### config.mk
export PLATFORM = sky130hd
export DESIGN_NAME = spi_flash_erase_top
export DESIGN_NICKNAME = d
export VERILOG_FILES = /design/src/hdl/spi_flash_pkg.sv /design/src/hdl/spi_byte_shifter.sv /design/src/hdl/spi_flash_be.sv /design/src/hdl/spi_flash_wip_poll.sv /design/src/hdl/spi_flash_erase_top.sv
export VERILOG_INCLUDE_DIRS = /design/src /design/src/hdl
export SDC_FILE = /design/constraint.sdc
export NUM_CORES = 1
export LEC_CHECK = 0
export BUFFER_PORTS_ARGS = -buffer_cell sky130_fd_sc_hd__buf_4
export CORE_MARGIN = 3
export CORE_UTILIZATION = 53
export DETAILED_ROUTE_END_ITERATION = 16
export PLACE_DENSITY = 0.76
export REMOVE_ABC_BUFFERS = 1
export SKIP_CTS_REPAIR_TIMING = 1
export SLEW_MARGIN = 20
export SYNTH_ARGS = -nofsm -noshare
export SYNTH_HDL_FRONTEND = slang
export SYNTH_HIERARCHICAL = 1
export SYNTH_SLANG_ARGS = --single-unit
export TNS_END_PERCENT = 10
### constraint.sdc
create_clock -name sys_clk -period 2 [get_ports sys_clk]
set_input_delay 0.2 -clock sys_clk [delete_from_list [all_inputs] [get_ports sys_clk]]
set_output_delay 0.2 -clock sys_clk [all_outputs]
set_load 0.005 [all_outputs]
### src/hdl/spi_flash_defines.svh
`ifndef SPI_FLASH_DEFINES_SVH
`define SPI_FLASH_DEFINES_SVH

// SPI timing in sys_clk cycles
`define SPI_HALF 5      // SCK half-period
`define CS_GAP   15     // Chip select high between WREN and BE
`define POLL_GAP 20     // Idle time between status reads

// Flash opcodes
`define OP_WREN  8'h06  // Write Enable
`define OP_BE    8'hC7  // Bulk Erase
`define OP_RDSR  8'h05  // Read Status Register

`endif

### src/hdl/spi_flash_pkg.sv
package spi_flash_pkg;

    typedef logic [7:0]  spi_byte_t;      // Opcode or data byte
    typedef logic [7:0]  flash_status_t;  // Bit 0 WIP, bit 1 WEL
    typedef logic [15:0] poll_cnt_t;      // Status reads per erase
    typedef logic [7:0]  half_cnt_t;      // SCK half-period and gap counts

    typedef enum logic [2:0] {
        BE_IDLE,
        BE_WREN,
        BE_GAP,
        BE_ERASE,
        BE_DONE
    } be_state_t;

    typedef enum logic [1:0] {
        POLL_IDLE,
        POLL_CMD,
        POLL_READ,
        POLL_WAIT
    } poll_state_t;

endpackage

### src/hdl/spi_byte_shifter.sv
`timescale 1ns/1ps
`include "spi_flash_defines.svh"

module spi_byte_shifter
    import spi_flash_pkg::*;
(
    input  logic       sys_clk,
    input  logic       sys_rst_n,
    input  logic       shift_start,
    input  spi_byte_t  shift_tx,
    input  logic       shift_hold_cs,
    input  logic       spi_miso,
    output logic       spi_cs_n,
    output logic       spi_sck,
    output logic       spi_mosi,
    output spi_byte_t  shift_rx,
    output logic       shift_done
);

    logic       busy;
    logic       hold_cs;
    half_cnt_t  half_cnt;
    logic [3:0] phase_cnt;      // Even phase SCK low, odd phase SCK high
    spi_byte_t  tx_sr;
    spi_byte_t  rx_sr;
    logic       half_end;
    logic       last_phase;

    assign half_end   = (half_cnt == half_cnt_t'(`SPI_HALF - 1));
    assign last_phase = (phase_cnt == 4'd15);
    assign shift_rx   = rx_sr;

    always_ff @(posedge sys_clk or negedge sys_rst_n) begin
        if (!sys_rst_n) begin
            busy       <= 1'b0;
            hold_cs    <= 1'b0;
            half_cnt   <= '0;
            phase_cnt  <= '0;
            spi_cs_n   <= 1'b1;
            spi_sck    <= 1'b0;
            spi_mosi   <= 1'b0;
            shift_done <= 1'b0;
        end else begin
            shift_done <= 1'b0;
            if (!busy) begin
                if (shift_start) begin
                    busy      <= 1'b1;
                    hold_cs   <= shift_hold_cs;
                    half_cnt  <= '0;
                    phase_cnt <= '0;
                    spi_cs_n  <= 1'b0;
                    spi_sck   <= 1'b0;
                    spi_mosi  <= shift_tx[7];   // MSB first
                end
            end else if (!half_end) begin
                half_cnt <= half_cnt + 1'b1;
            end else begin
                half_cnt  <= '0;
                phase_cnt <= phase_cnt + 1'b1;
                if (!phase_cnt[0]) begin
                    spi_sck <= 1'b1;            // Rising edge, slave samples MOSI
                end else if (last_phase) begin
                    spi_sck    <= 1'b0;
                    spi_mosi   <= 1'b0;
                    spi_cs_n   <= !hold_cs;     // Frame stays open for a follow-up byte
                    busy       <= 1'b0;
                    shift_done <= 1'b1;
                end else begin
                    spi_sck  <= 1'b0;
                    spi_mosi <= tx_sr[7];       // Next bit on falling edge
                end
            end
        end
    end

    // Shift registers
    always_ff @(posedge sys_clk) begin
        if (!busy && shift_start) begin
            tx_sr <= {shift_tx[6:0], 1'b0};
        end else if (busy && half_end && phase_cnt[0]) begin
            tx_sr <= {tx_sr[6:0], 1'b0};
        end
        if (busy && half_end && !phase_cnt[0]) begin
            rx_sr <= {rx_sr[6:0], spi_miso};    // MISO taken with SCK rise
        end
    end

endmodule

### src/hdl/spi_flash_be.sv
`timescale 1ns/1ps
`include "spi_flash_defines.svh"

module spi_flash_be
    import spi_flash_pkg::*;
(
    input  logic      sys_clk,
    input  logic      sys_rst_n,
    input  logic      erase_start,
    input  logic      shift_done,
    output logic      shift_start,
    output spi_byte_t shift_tx,
    output logic      shift_hold_cs,
    output logic      be_busy,
    output logic      check_wip
);

    be_state_t state;
    half_cnt_t gap_cnt;
    logic      gap_end;

    assign gap_end = (gap_cnt == half_cnt_t'(`CS_GAP - 1));

    // Opcode follows the state the start pulse is issued in
    assign shift_tx      = (state == BE_WREN) ? `OP_WREN : `OP_BE;
    assign shift_hold_cs = 1'b0;    // WREN and BE each close their own frame

    always_ff @(posedge sys_clk or negedge sys_rst_n) begin
        if (!sys_rst_n) begin
            state       <= BE_IDLE;
            gap_cnt     <= '0;
            shift_start <= 1'b0;
            be_busy     <= 1'b0;
            check_wip   <= 1'b0;
        end else begin
            shift_start <= 1'b0;
            check_wip   <= 1'b0;
            case (state)
                BE_IDLE: begin
                    if (erase_start) begin
                        state       <= BE_WREN;
                        shift_start <= 1'b1;
                        be_busy     <= 1'b1;
                    end
                end
                BE_WREN: begin
                    if (shift_done) begin
                        state   <= BE_GAP;
                        gap_cnt <= '0;
                    end
                end
                BE_GAP: begin
                    gap_cnt <= gap_cnt + 1'b1;
                    if (gap_end) begin
                        state       <= BE_ERASE;
                        shift_start <= 1'b1;
                    end
                end
                BE_ERASE: begin
                    if (shift_done) begin
                        state     <= BE_DONE;
                        be_busy   <= 1'b0;
                        check_wip <= 1'b1;  // Hand over to the status poller
                    end
                end
                BE_DONE: begin
                    state <= BE_IDLE;
                end
                default: begin
                    state <= BE_IDLE;
                end
            endcase
        end
    end

endmodule

### src/hdl/spi_flash_wip_poll.sv
`timescale 1ns/1ps
`include "spi_flash_defines.svh"

module spi_flash_wip_poll
    import spi_flash_pkg::*;
(
    input  logic          sys_clk,
    input  logic          sys_rst_n,
    input  logic          check_wip,
    input  logic          shift_done,
    input  spi_byte_t     shift_rx,
    output logic          shift_start,
    output spi_byte_t     shift_tx,
    output logic          shift_hold_cs,
    output logic          poll_busy,
    output logic          erase_done,
    output flash_status_t final_status,
    output poll_cnt_t     poll_count
);

    localparam spi_byte_t DUMMY_BYTE = 8'hFF;

    poll_state_t   state;
    half_cnt_t     gap_cnt;
    poll_cnt_t     read_cnt;
    flash_status_t rd_status;
    logic          gap_end;

    assign rd_status = shift_rx;
    assign gap_end   = (gap_cnt == half_cnt_t'(`POLL_GAP - 1));

    // Busy from the handover cycle on, so a new erase cannot slip in
    assign poll_busy = check_wip || (state != POLL_IDLE);

    // RDSR keeps chip select low, the status byte closes the frame
    assign shift_tx      = (state == POLL_READ) ? DUMMY_BYTE : `OP_RDSR;
    assign shift_hold_cs = (state == POLL_CMD);

    always_ff @(posedge sys_clk or negedge sys_rst_n) begin
        if (!sys_rst_n) begin
            state        <= POLL_IDLE;
            gap_cnt      <= '0;
            read_cnt     <= '0;
            shift_start  <= 1'b0;
            erase_done   <= 1'b0;
            final_status <= '0;
            poll_count   <= '0;
        end else begin
            shift_start <= 1'b0;
            erase_done  <= 1'b0;
            case (state)
                POLL_IDLE: begin
                    if (check_wip) begin
                        state       <= POLL_CMD;
                        shift_start <= 1'b1;
                        read_cnt    <= '0;
                    end
                end
                POLL_CMD: begin
                    if (shift_done) begin
                        state       <= POLL_READ;
                        shift_start <= 1'b1;
                    end
                end
                POLL_READ: begin
                    if (shift_done) begin
                        read_cnt <= read_cnt + 1'b1;
                        if (rd_status[0]) begin     // WIP still set
                            state   <= POLL_WAIT;
                            gap_cnt <= '0;
                        end else begin
                            state        <= POLL_IDLE;
                            erase_done   <= 1'b1;
                            final_status <= rd_status;
                            poll_count   <= read_cnt + 1'b1;
                        end
                    end
                end
                POLL_WAIT: begin
                    gap_cnt <= gap_cnt + 1'b1;
                    if (gap_end) begin
                        state       <= POLL_CMD;
                        shift_start <= 1'b1;
                    end
                end
                default: begin
                    state <= POLL_IDLE;
                end
            endcase
        end
    end

endmodule

### src/hdl/spi_flash_erase_top.sv
`timescale 1ns/1ps

module spi_flash_erase_top
    import spi_flash_pkg::*;
(
    input  logic          sys_clk,
    input  logic          sys_rst_n,
    input  logic          erase_start,
    input  logic          spi_miso,
    output logic          spi_cs_n,
    output logic          spi_sck,
    output logic          spi_mosi,
    output logic          erase_busy,
    output logic          erase_done,
    output flash_status_t final_status,
    output poll_cnt_t     poll_count
);

    logic      be_shift_start;
    spi_byte_t be_shift_tx;
    logic      be_hold_cs;
    logic      be_busy;
    logic      poll_shift_start;
    spi_byte_t poll_shift_tx;
    logic      poll_hold_cs;
    logic      poll_busy;
    logic      check_wip;
    logic      start_req;
    logic      shift_start;
    spi_byte_t shift_tx;
    logic      shift_hold_cs;
    spi_byte_t shift_rx;
    logic      shift_done;

    assign erase_busy = be_busy | poll_busy;
    assign start_req  = erase_start & ~erase_busy;  // Drop starts during an erase

    // Sequencer owns the shifter until it hands over
    assign shift_start   = be_busy ? be_shift_start : poll_shift_start;
    assign shift_tx      = be_busy ? be_shift_tx    : poll_shift_tx;
    assign shift_hold_cs = be_busy ? be_hold_cs     : poll_hold_cs;

    spi_byte_shifter shifter_i (
        .sys_clk       (sys_clk),
        .sys_rst_n     (sys_rst_n),
        .shift_start   (shift_start),
        .shift_tx      (shift_tx),
        .shift_hold_cs (shift_hold_cs),
        .spi_miso      (spi_miso),
        .spi_cs_n      (spi_cs_n),
        .spi_sck       (spi_sck),
        .spi_mosi      (spi_mosi),
        .shift_rx      (shift_rx),
        .shift_done    (shift_done)
    );

    spi_flash_be be_i (
        .sys_clk       (sys_clk),
        .sys_rst_n     (sys_rst_n),
        .erase_start   (start_req),
        .shift_done    (shift_done),
        .shift_start   (be_shift_start),
        .shift_tx      (be_shift_tx),
        .shift_hold_cs (be_hold_cs),
        .be_busy       (be_busy),
        .check_wip     (check_wip)
    );

    spi_flash_wip_poll poll_i (
        .sys_clk       (sys_clk),
        .sys_rst_n     (sys_rst_n),
        .check_wip     (check_wip),
        .shift_done    (shift_done),
        .shift_rx      (shift_rx),
        .shift_start   (poll_shift_start),
        .shift_tx      (poll_shift_tx),
        .shift_hold_cs (poll_hold_cs),
        .poll_busy     (poll_busy),
        .erase_done    (erase_done),
        .final_status  (final_status),
        .poll_count    (poll_count)
    );

endmodule

# == Yosys cells after proc, flatten, opt, wreduce, memory -nomap -nowiden ==
# Cells that the tools add are included.
# word_totals
reg_bits,98
out_inout_bits,29
wordCells,150
# op_classes
n_addsub,5
n_eq_ne,22
mux,68
bitwise_logic,5
reduce_logical,28
# op_table
cell,count
$mux 8,11
$mux 1,35
$mux 16,2
$pmux 16 s2,1
$pmux 8 s2,2
$add 8x1->8 const B,3
$add 16x1->16 const B,1
$ne 2x2->1 const B,8
$reduce_and 3->1,5
$reduce_bool 2->1,7
$mux 3,4
$mux 4,3
$pmux 3 s4,1
$reduce_and 4->1,3
$mux 2,5
$eq 8x3->1 const B,1
$eq 8x4->1 const B,1
$eq 8x5->1 const B,1
$ne 2x1->1 const B,4
$pmux 2 s4,1
$eq 3x2->1 const B,2
$reduce_and 2->1,3
$add 4x1->4 const B,1
$eq 2x2->1 const B,2
other kinds (13),21

# == Longest topological paths before layout ==
# Gate-level depths: netlist of the first run.
# depth
depth_word,7
mapped_depth,9
depth_no_buf,7

# == Hierarchy ==
# The synthesis of the first run kept the hierarchy.
# by_module_without_submodules
module,instances,cells_each,area_per_inst_um2,seq_area_each_um2
spi_flash_wip_poll,1,278,2656.3,1276.2
spi_byte_shifter,1,131,1448.9,877.1
spi_flash_be,1,82,770.7,350.3
spi_flash_erase_top,1,13,167.7,0.0

# == Worst setup path after synthesis of the first run ==
# No wires, ideal clock.
# synth_path
kind,flip-flop to flip-flop
startpoint,register shifter_i.half_cnt[0]
endpoint,"register shifter_i.rx_sr[0], in the netlist shifter_i/shift_rx[0], enable pin"
arrival_ps,1588
t_required_ps,1630
path_slack_ps,42
stages_incl_launch_ff,6
path_buffers,0
period_less_slack_ps,1958
path_cell_list,dfrtp_1 -> inv_1 -> ha_1 -> nor4b_4 -> nand4_2 -> nor2_1
# synth_between
elab_chain_len,3
# synth_rtl
element,line,source
start: declaration,spi_byte_shifter.sv:22,half_cnt_t half_cnt;
start signal: assignment,spi_byte_shifter.sv:56,half_cnt <= half_cnt + 1'b1;
$eq 8x3->1,spi_byte_shifter.sv:29,assign half_end = (half_cnt == half_cnt_t'(`SPI_HALF - 1));
$logic_and 1x1->1 (2 in series),spi_byte_shifter.sv:83,if (busy && half_end && !phase_cnt[0]) begin
end signal: assignment,spi_byte_shifter.sv:84,"rx_sr <= {rx_sr[6:0], spi_miso};"
end: declaration,spi_byte_shifter.sv:25,spi_byte_t rx_sr;
# Every way passes these cells.
# A chain may end at the register's enable or synchronous reset.

# == Worst setup path after layout of the first run ==
# layout_path
startpoint,register poll_i.state[1]
endpoint,output erase_busy
# layout_between
elab_chain_len,3
# layout_rtl
element,line,source
start: declaration,spi_flash_wip_poll.sv:23,poll_state_t state;
start signal: assignment,spi_flash_wip_poll.sv:41,state <= POLL_IDLE;
start signal: assignment,spi_flash_wip_poll.sv:54,state <= POLL_CMD;
start signal: assignment,spi_flash_wip_poll.sv:61,state <= POLL_READ;
$reduce_bool 2->1,spi_flash_wip_poll.sv:33,assign poll_busy = check_wip || (state != POLL_IDLE);
$logic_or 1x1->1,spi_flash_wip_poll.sv:33,
via poll_busy,spi_flash_erase_top.sv:26,logic poll_busy;
$or 1x1->1,spi_flash_erase_top.sv:35,assign erase_busy = be_busy | poll_busy;
end: declaration,spi_flash_erase_top.sv:13,"output logic erase_busy,"
# The timed path passes the listed nets, and every way through them passes these cells.

==> results of run 1 <==
[power by group through the flow]
stage               sequential [uW]  clock, uW  combinational, uW
floorplan                      2040          0               17.2
global placement               2040          0               61.5
detailed placement             2040          0               62.5
CTS                            2000       1430               62.8
global route                   2000       1520               71.6
finish                         2000       1400               61.4
[worst max-delay path, cell delays in order (launching register included)]
cell and delay (ns):
dfrtp_1 0.40, inv_1 0.11, ha_2 0.20, and2b_2 0.20, inv_2 0.08, or2_1 0.22, buf_4 0.14
[state kept, by name, summed over array words and instances, names as in the netlist]
signal,count
be_i/be_busy,1
poll_i/final_status,7
shifter_i/hold_cs,1
be_i/check_wip,1
be_i/shift_start,1
poll_i/read_cnt,16
shifter_i/spi_cs_n,1
be_i/gap_cnt,8
be_i/state,3
poll_i/gap_cnt,8
poll_i/shift_start,1
shifter_i/shift_rx,8
poll_i/state,2
shifter_i/tx_sr,7
shifter_i/shift_done,1
poll_i/poll_count,16
shifter_i/spi_mosi,1
shifter_i/half_cnt,8
shifter_i/phase_cnt,4
poll_i/erase_done,1
shifter_i/busy,1
[path summary, 6_finish.rpt]
kind | from | endpoint | slack (ns) | cells after the start
setup reg to reg | poll_i/state[0]$_DFFE_PN0P_ | poll_i/gap_cnt[7]$_DFFE_PN0P_ | 0.13 | 6
hold reg to reg | shifter_i/hold_cs$_DFFE_PN0P_ | shifter_i/spi_cs_n$_DFFE_PN1P_ | 0.43 | 1
setup / recovery | poll_i/state[1]$_DFFE_PN0P_ | erase_busy | 0.10 | 6
min in group asynchronous | sys_rst_n | poll_i/poll_count[13]$_DFFE_PN0P_ | 0.33 | 2
max in group asynchronous | sys_rst_n | shifter_i/spi_cs_n$_DFFE_PN1P_ | 0.99 | 3
hold / removal | spi_miso | shifter_i/shift_rx[0]$_DFFE_PP_ | 0.04 | 1
[layout make-up]
type / count / area, sq um
well taps: 126 / 158
repair buffers: 46 / 360
flip-flops and latches: 97 / 2500
clock inverters: 6 / 91.3
inverters: 18 / 71.3
clock buffers: 10 / 128
fillers: 712 / 3370
multi-input cells: 360 / 2290
[cell families (layout without fill, tap and decap cells)]
kind of cell | after synthesis | in the layout | share of synthesized area, %
simple gates | 211 | 211 | 23.0
flops | 97 | 97 | 49.6
compound gates | 91 | 91 | 10.9
buf+inv | 52 | 80 | 5.61
xor+xnor | 23 | 23 | 3.99
mux | 15 | 15 | 3.82
fa+ha+maj | 11 | 11 | 2.73
other cells | 4 | 9 | 0.298
[metal layers]
metal	global-route usage, %	up-vias	part of all wire (%)	routed length [um]
met5	0	-	0	0
met2	29.1	93	48	4590
met3	4.04	14	4.4	426
met1	26.1	1773	46	4430
met4	5.60	0	1.4	135
li1	-	1791	-	-
[placed cells by master (no fill, tap or decap), types with 5 or more instances in the layout]
cell type  Yosys  routed
nand2_1      100     100
mux2i_1        5       5
mux2_4         8       8
nor3b_1        7       6
ha_1          11      10
inv_1         17      15
o21ai_0       37      37
nand4_1        8       8
a31oi_1        5       5
conb_1         4       9
a21oi_1       18      18
nor2_1        22      22
a22o_1         6       6
xor2_1         6       6
dfrtp_1       81      81
buf_4         17      44
xnor2_1       17      17
o21ai_1        5       5
nand2b_1       7       7
edfxtp_1      15      15
nand3_1       25      24
clkbuf_8       0       9
[stage by stage]
step	hold slack, ns	total power [uW]	util (%)
CTS	-0.202	3490	62.1
floorplan	-0.0956	2060	-
detailed placement	0.207	2100	59.7
global route	0.0118	3590	62.4
finish	0.0364	3460	62.4
global placement	0.197	2100	59.7
==> metrics.txt, run 1 <==
largest area contributor in the netlist=dfrtp_1; Slew Limit Headroom=between 50% and 60%; initial antenna violation count=0; number of max-cap violations=0; Post-synth EDFFs=15; first-pass GRT wire length=16.7 mm; Worst setup SP type=register; net switching power=730 uW; status=finished clean; Setup TNS Final=0 ns; CP Data Arrival Time=between 1.5 and 2 ns; final hold viol count=0; vias per cell=5.54; Int Pwr=2730 uW; Synth warnings=6; post-route ant nets=0; Finished Layout Cells=about 660; top_reg_cell synth=dfrtp_1; Tot GR Track Use=between 10% and 20%; Setup crit end kind=primary output; Post-Synthesis Cell Area=between 5000 and 6000 sq um; cts bufs inserted=9; top-count cell post-synth=nand2_1; vias=between 3000 and 4000; PwrDens=~620 nW/um^2; WP data required=roughly 1.8 ns; sequential power share=between 50% and 60%; Final Worst Setup Slack=0.105 ns; Initial DRC Count=180; Initial Util=56.2%; clk buf depth=2; Worst-path clk slew=roughly 0.09 ns; drt wl/cell=14.4 um; final WL=9.58 mm; post-synthesis register bit count=97; DRC Markers=0; Setup WS pre-CTS=-0.0000624 ns; clock latency on the worst-skew pair=roughly 0.36 ns; top area cells in the synthesized netlist=dfrtp_1 (40%), edfxtp_1 (8.9%), nand2_1 (7.4%); # port buffers=31; chip height=roughly 100 um; critical path fanouts, max=5; Final HPWL DP=~6.7 mm; Clock power frac=40.4%; std cell rows=34; placed insts=about 650; Nets=approximately 550; RSZ-0062 raised after global routing=no; ant diodes=0; Crit Path Class=register to primary output; Fin Clk Skew=about 0.015 ns; Die ar.=10700 sq um; Max Freq=between 0.5 and 0.6 GHz; fin crit share=between 90 and 100%; Pleak=approximately 0.0025 uW; Hold Path Class=primary input to register; peak supply drop=~0.30 mV; synth-to-layout area growth=11.1%; Tmin final=about 1.9 ns; ys async rst share=around 85%; post-synthesis area per instance=10.0 sq um; first-pass detailed-route iteration total=4; routability cong.=about 0.85; share of layout cells above drive strength 1=18.8%; register area share after synthesis=49.6%; combinational power share=1.8%; Unique masters post-synth=71; Final setup viols=0; I/O Pins=33; H-tree levels=3; clk sink count=between 90 and 100; final instance area=roughly 5600 sq um; Synth top cells by count=nand2_1 (100), dfrtp_1 (81), o21ai_0 (37), nand3_1 (25), nor2_1 (22); TritonCTS clock tree=yes; core region area=between 8000 and 9000 sq um; DIE WIDTH=just over 100 um; post-synthesis cell count=504; Congestion Overflow GR=0; Yosys top cell area share=about two fifths; largest net degree at the start of global routing=47; vias in the first global route=3479; sw frac=21.1%; Slew @ Worst Pin=about 0.68 ns; count of pins over their slew limit=0; CTS root buf=clkbuf_8; Cell Area, Placed=between 5000 and 6000 sq um
(Power assumes the default switching activity.)
==> run 2, diff against run 1 <==
- GPL_ROUTABILITY_DRIVEN: default -> 0
- RECOVER_POWER: default -> 25
- clock period: 2 -> 1.6 ns (I/O delays scaled with it)
==> metrics.txt, run 2 (synthesis gave the netlist of run 1 again) <==
vias in the first global route=3839 (was 3479); biggest regs=poll_i/poll_count (16), poll_i/read_cnt (16) (unchanged); placed insts=691 (was 646); RSZ-0062 raised after global routing=yes (was no); Setup crit end kind=primary output (unchanged); WHS=0.378 ns (was 0.0364 ns); CP Data Arrival Time=1.62 ns (was 1.70 ns); final hold viol count=0 (unchanged); area of the multi-input gates=2380 sq um (was 2290 sq um); PwrDens=671 nW/um^2 (was 618 nW/um^2); Congestion Overflow GR=0 (unchanged); failing checks=setup timing; CTS root buf=clkbuf_8 (unchanged); clk buf depth=2 (unchanged); Worst-path clk slew=0.09 ns (about the same); H-tree levels=3 (unchanged); Tmin final=1.78 ns; drt wl/cell=14.5 um (was 14.4 um); Pleak=0.00275 uW (was 0.00250 uW); Fin Clk Skew=0.0209 ns (was 0.0149 ns); Max Freq=0.562 GHz; Tot GR Track Use=19.0% (was 18.5%); clock latency on the worst-skew pair=0.36 ns (about the same); most common cell after layout, fill and taps aside=nand2_1 (unchanged); largest net degree at the start of global routing=83 (was 47); Finished Layout Cells=713 (was 663); most frequent cells in the layout=nand2_1 (99), buf_4 (83), dfrtp_1 (81) (was nand2_1 (100), dfrtp_1 (81), buf_4 (44)); synth-to-layout area growth=20.4% (was 11.1%); ant diodes=0 (unchanged); final WL=10.3 mm (was 9.58 mm); Final Worst Setup Slack=-0.179 ns (was 0.105 ns); Nets=597 (was 547); Final Power=4080 uW (was 3460 uW); Die ar.=10700 sq um (unchanged); cts bufs inserted=9 (unchanged); Crit Path Class=register to primary output (unchanged); chip height=104 um (unchanged); first-pass GRT wire length=17.2 mm (was 16.7 mm); core region area=8980 sq um (unchanged); post-route ant nets=0 (unchanged); Final setup viols=30 (was 0); # fillers=667 (was 712); Initial Util=56.2% (unchanged); # port buffers=31 (unchanged); first-pass detailed-route iteration total=4 (unchanged); peak supply drop=0.497 mV (was 0.300 mV); count of pins over their slew limit=0 (unchanged); Worst setup SP type=register (unchanged); share of layout cells above drive strength 1=27.9% (was 18.8%); status=finished with violations (was finished clean); std cell rows=34 (unchanged); Slew @ Worst Pin=1.11 ns (was 0.675 ns); critical path fanouts, max=4 (was 5); Hold Path Class=primary input to register (unchanged); Final HPWL DP=7.05 mm (was 6.72 mm); vias=3873 (was 3671); Initial DRC Count=168 (was 180); initial antenna violation count=0 (unchanged); WP data required=1.44 ns (was 1.80 ns); vias per cell=5.43 (was 5.54); Reg area=2500 sq um (unchanged); DIE WIDTH=104 um (unchanged); number of max-cap violations=0 (unchanged); fin crit share=111%; clk sink count=97 (unchanged); Slew Limit Headroom=26.2% (was 54.9%); FF-to-FF setup slack=-0.11 ns (was 0.13 ns); TritonCTS clock tree=yes (unchanged); I/O Pins=33 (unchanged); DRC Markers=0 (unchanged)
==> run 2: area by class of cell <==
type / instances / share of cell area, %
clock buffer: 12 / 2.58
sequential: 97 / 41.2
clock inverter: 4 / 0.433
tap: 126 / 2.60
timing repair buffer: 96 / 12.8
multi-input combinational: 360 / 39.2
inverter: 18 / 1.11
==> run 2: metal layers <==
metal | GRT usage [%] | share of wire (%) | vias to the layer above
li1 | - | - | 1887
met1 | 24.9 | 45 | 1899
met2 | 32.6 | 50 | 71
met3 | 2.80 | 3.6 | 16
met4 | 6.36 | 1.7 | 0
met5 | 0 | 0 | -
==> run 2: final timing paths <==
check	from	to	cells past startpoint
max reg2reg	poll_i/state[0]$_DFFE_PN0P_	poll_i/gap_cnt[7]$_DFFE_PN0P_	6
min reg2reg	shifter_i/hold_cs$_DFFE_PN0P_	shifter_i/spi_cs_n$_DFFE_PN1P_	1
min	erase_start	be_i/shift_start$_DFF_PN0_	5
max in group asynchronous	sys_rst_n	poll_i/state[0]$_DFFE_PN0P_	3
min in group asynchronous	sys_rst_n	poll_i/gap_cnt[6]$_DFFE_PN0P_	3
max	poll_i/state[1]$_DFFE_PN0P_	erase_busy	6
==> run 2: critical path: stages, from the launching register on <==
cell	delay (ns)
dfrtp_1	0.44
inv_2	0.10
ha_4	0.13
and2b_1	0.17
inv_2	0.08
or2_1	0.22
buf_4	0.14
==> run 2: stage by stage <==
step	util, %	setup TNS [ns]	setup WS [ns]	cell area, sq um
2_1_floorplan	-	-12.49	-0.358	4850
3_3_place_gp	63.8	-0.519	-0.0983	5730
3_5_place_dp	63.8	-1.40	-0.151	5730
4_1_cts	65.9	-2.20	-0.183	5910
5_1_grt	67.6	-6.85	-0.233	6070
6_report	67.6	-1.25	-0.179	6070
==> run 2: report_power, final <==
part	total, uW	internal [uW]	switching [uW]
combinational	79.0	25.8	53.2
clock	1500	660	839
sequential	2500	2500	0.603
total	4080	3180	893
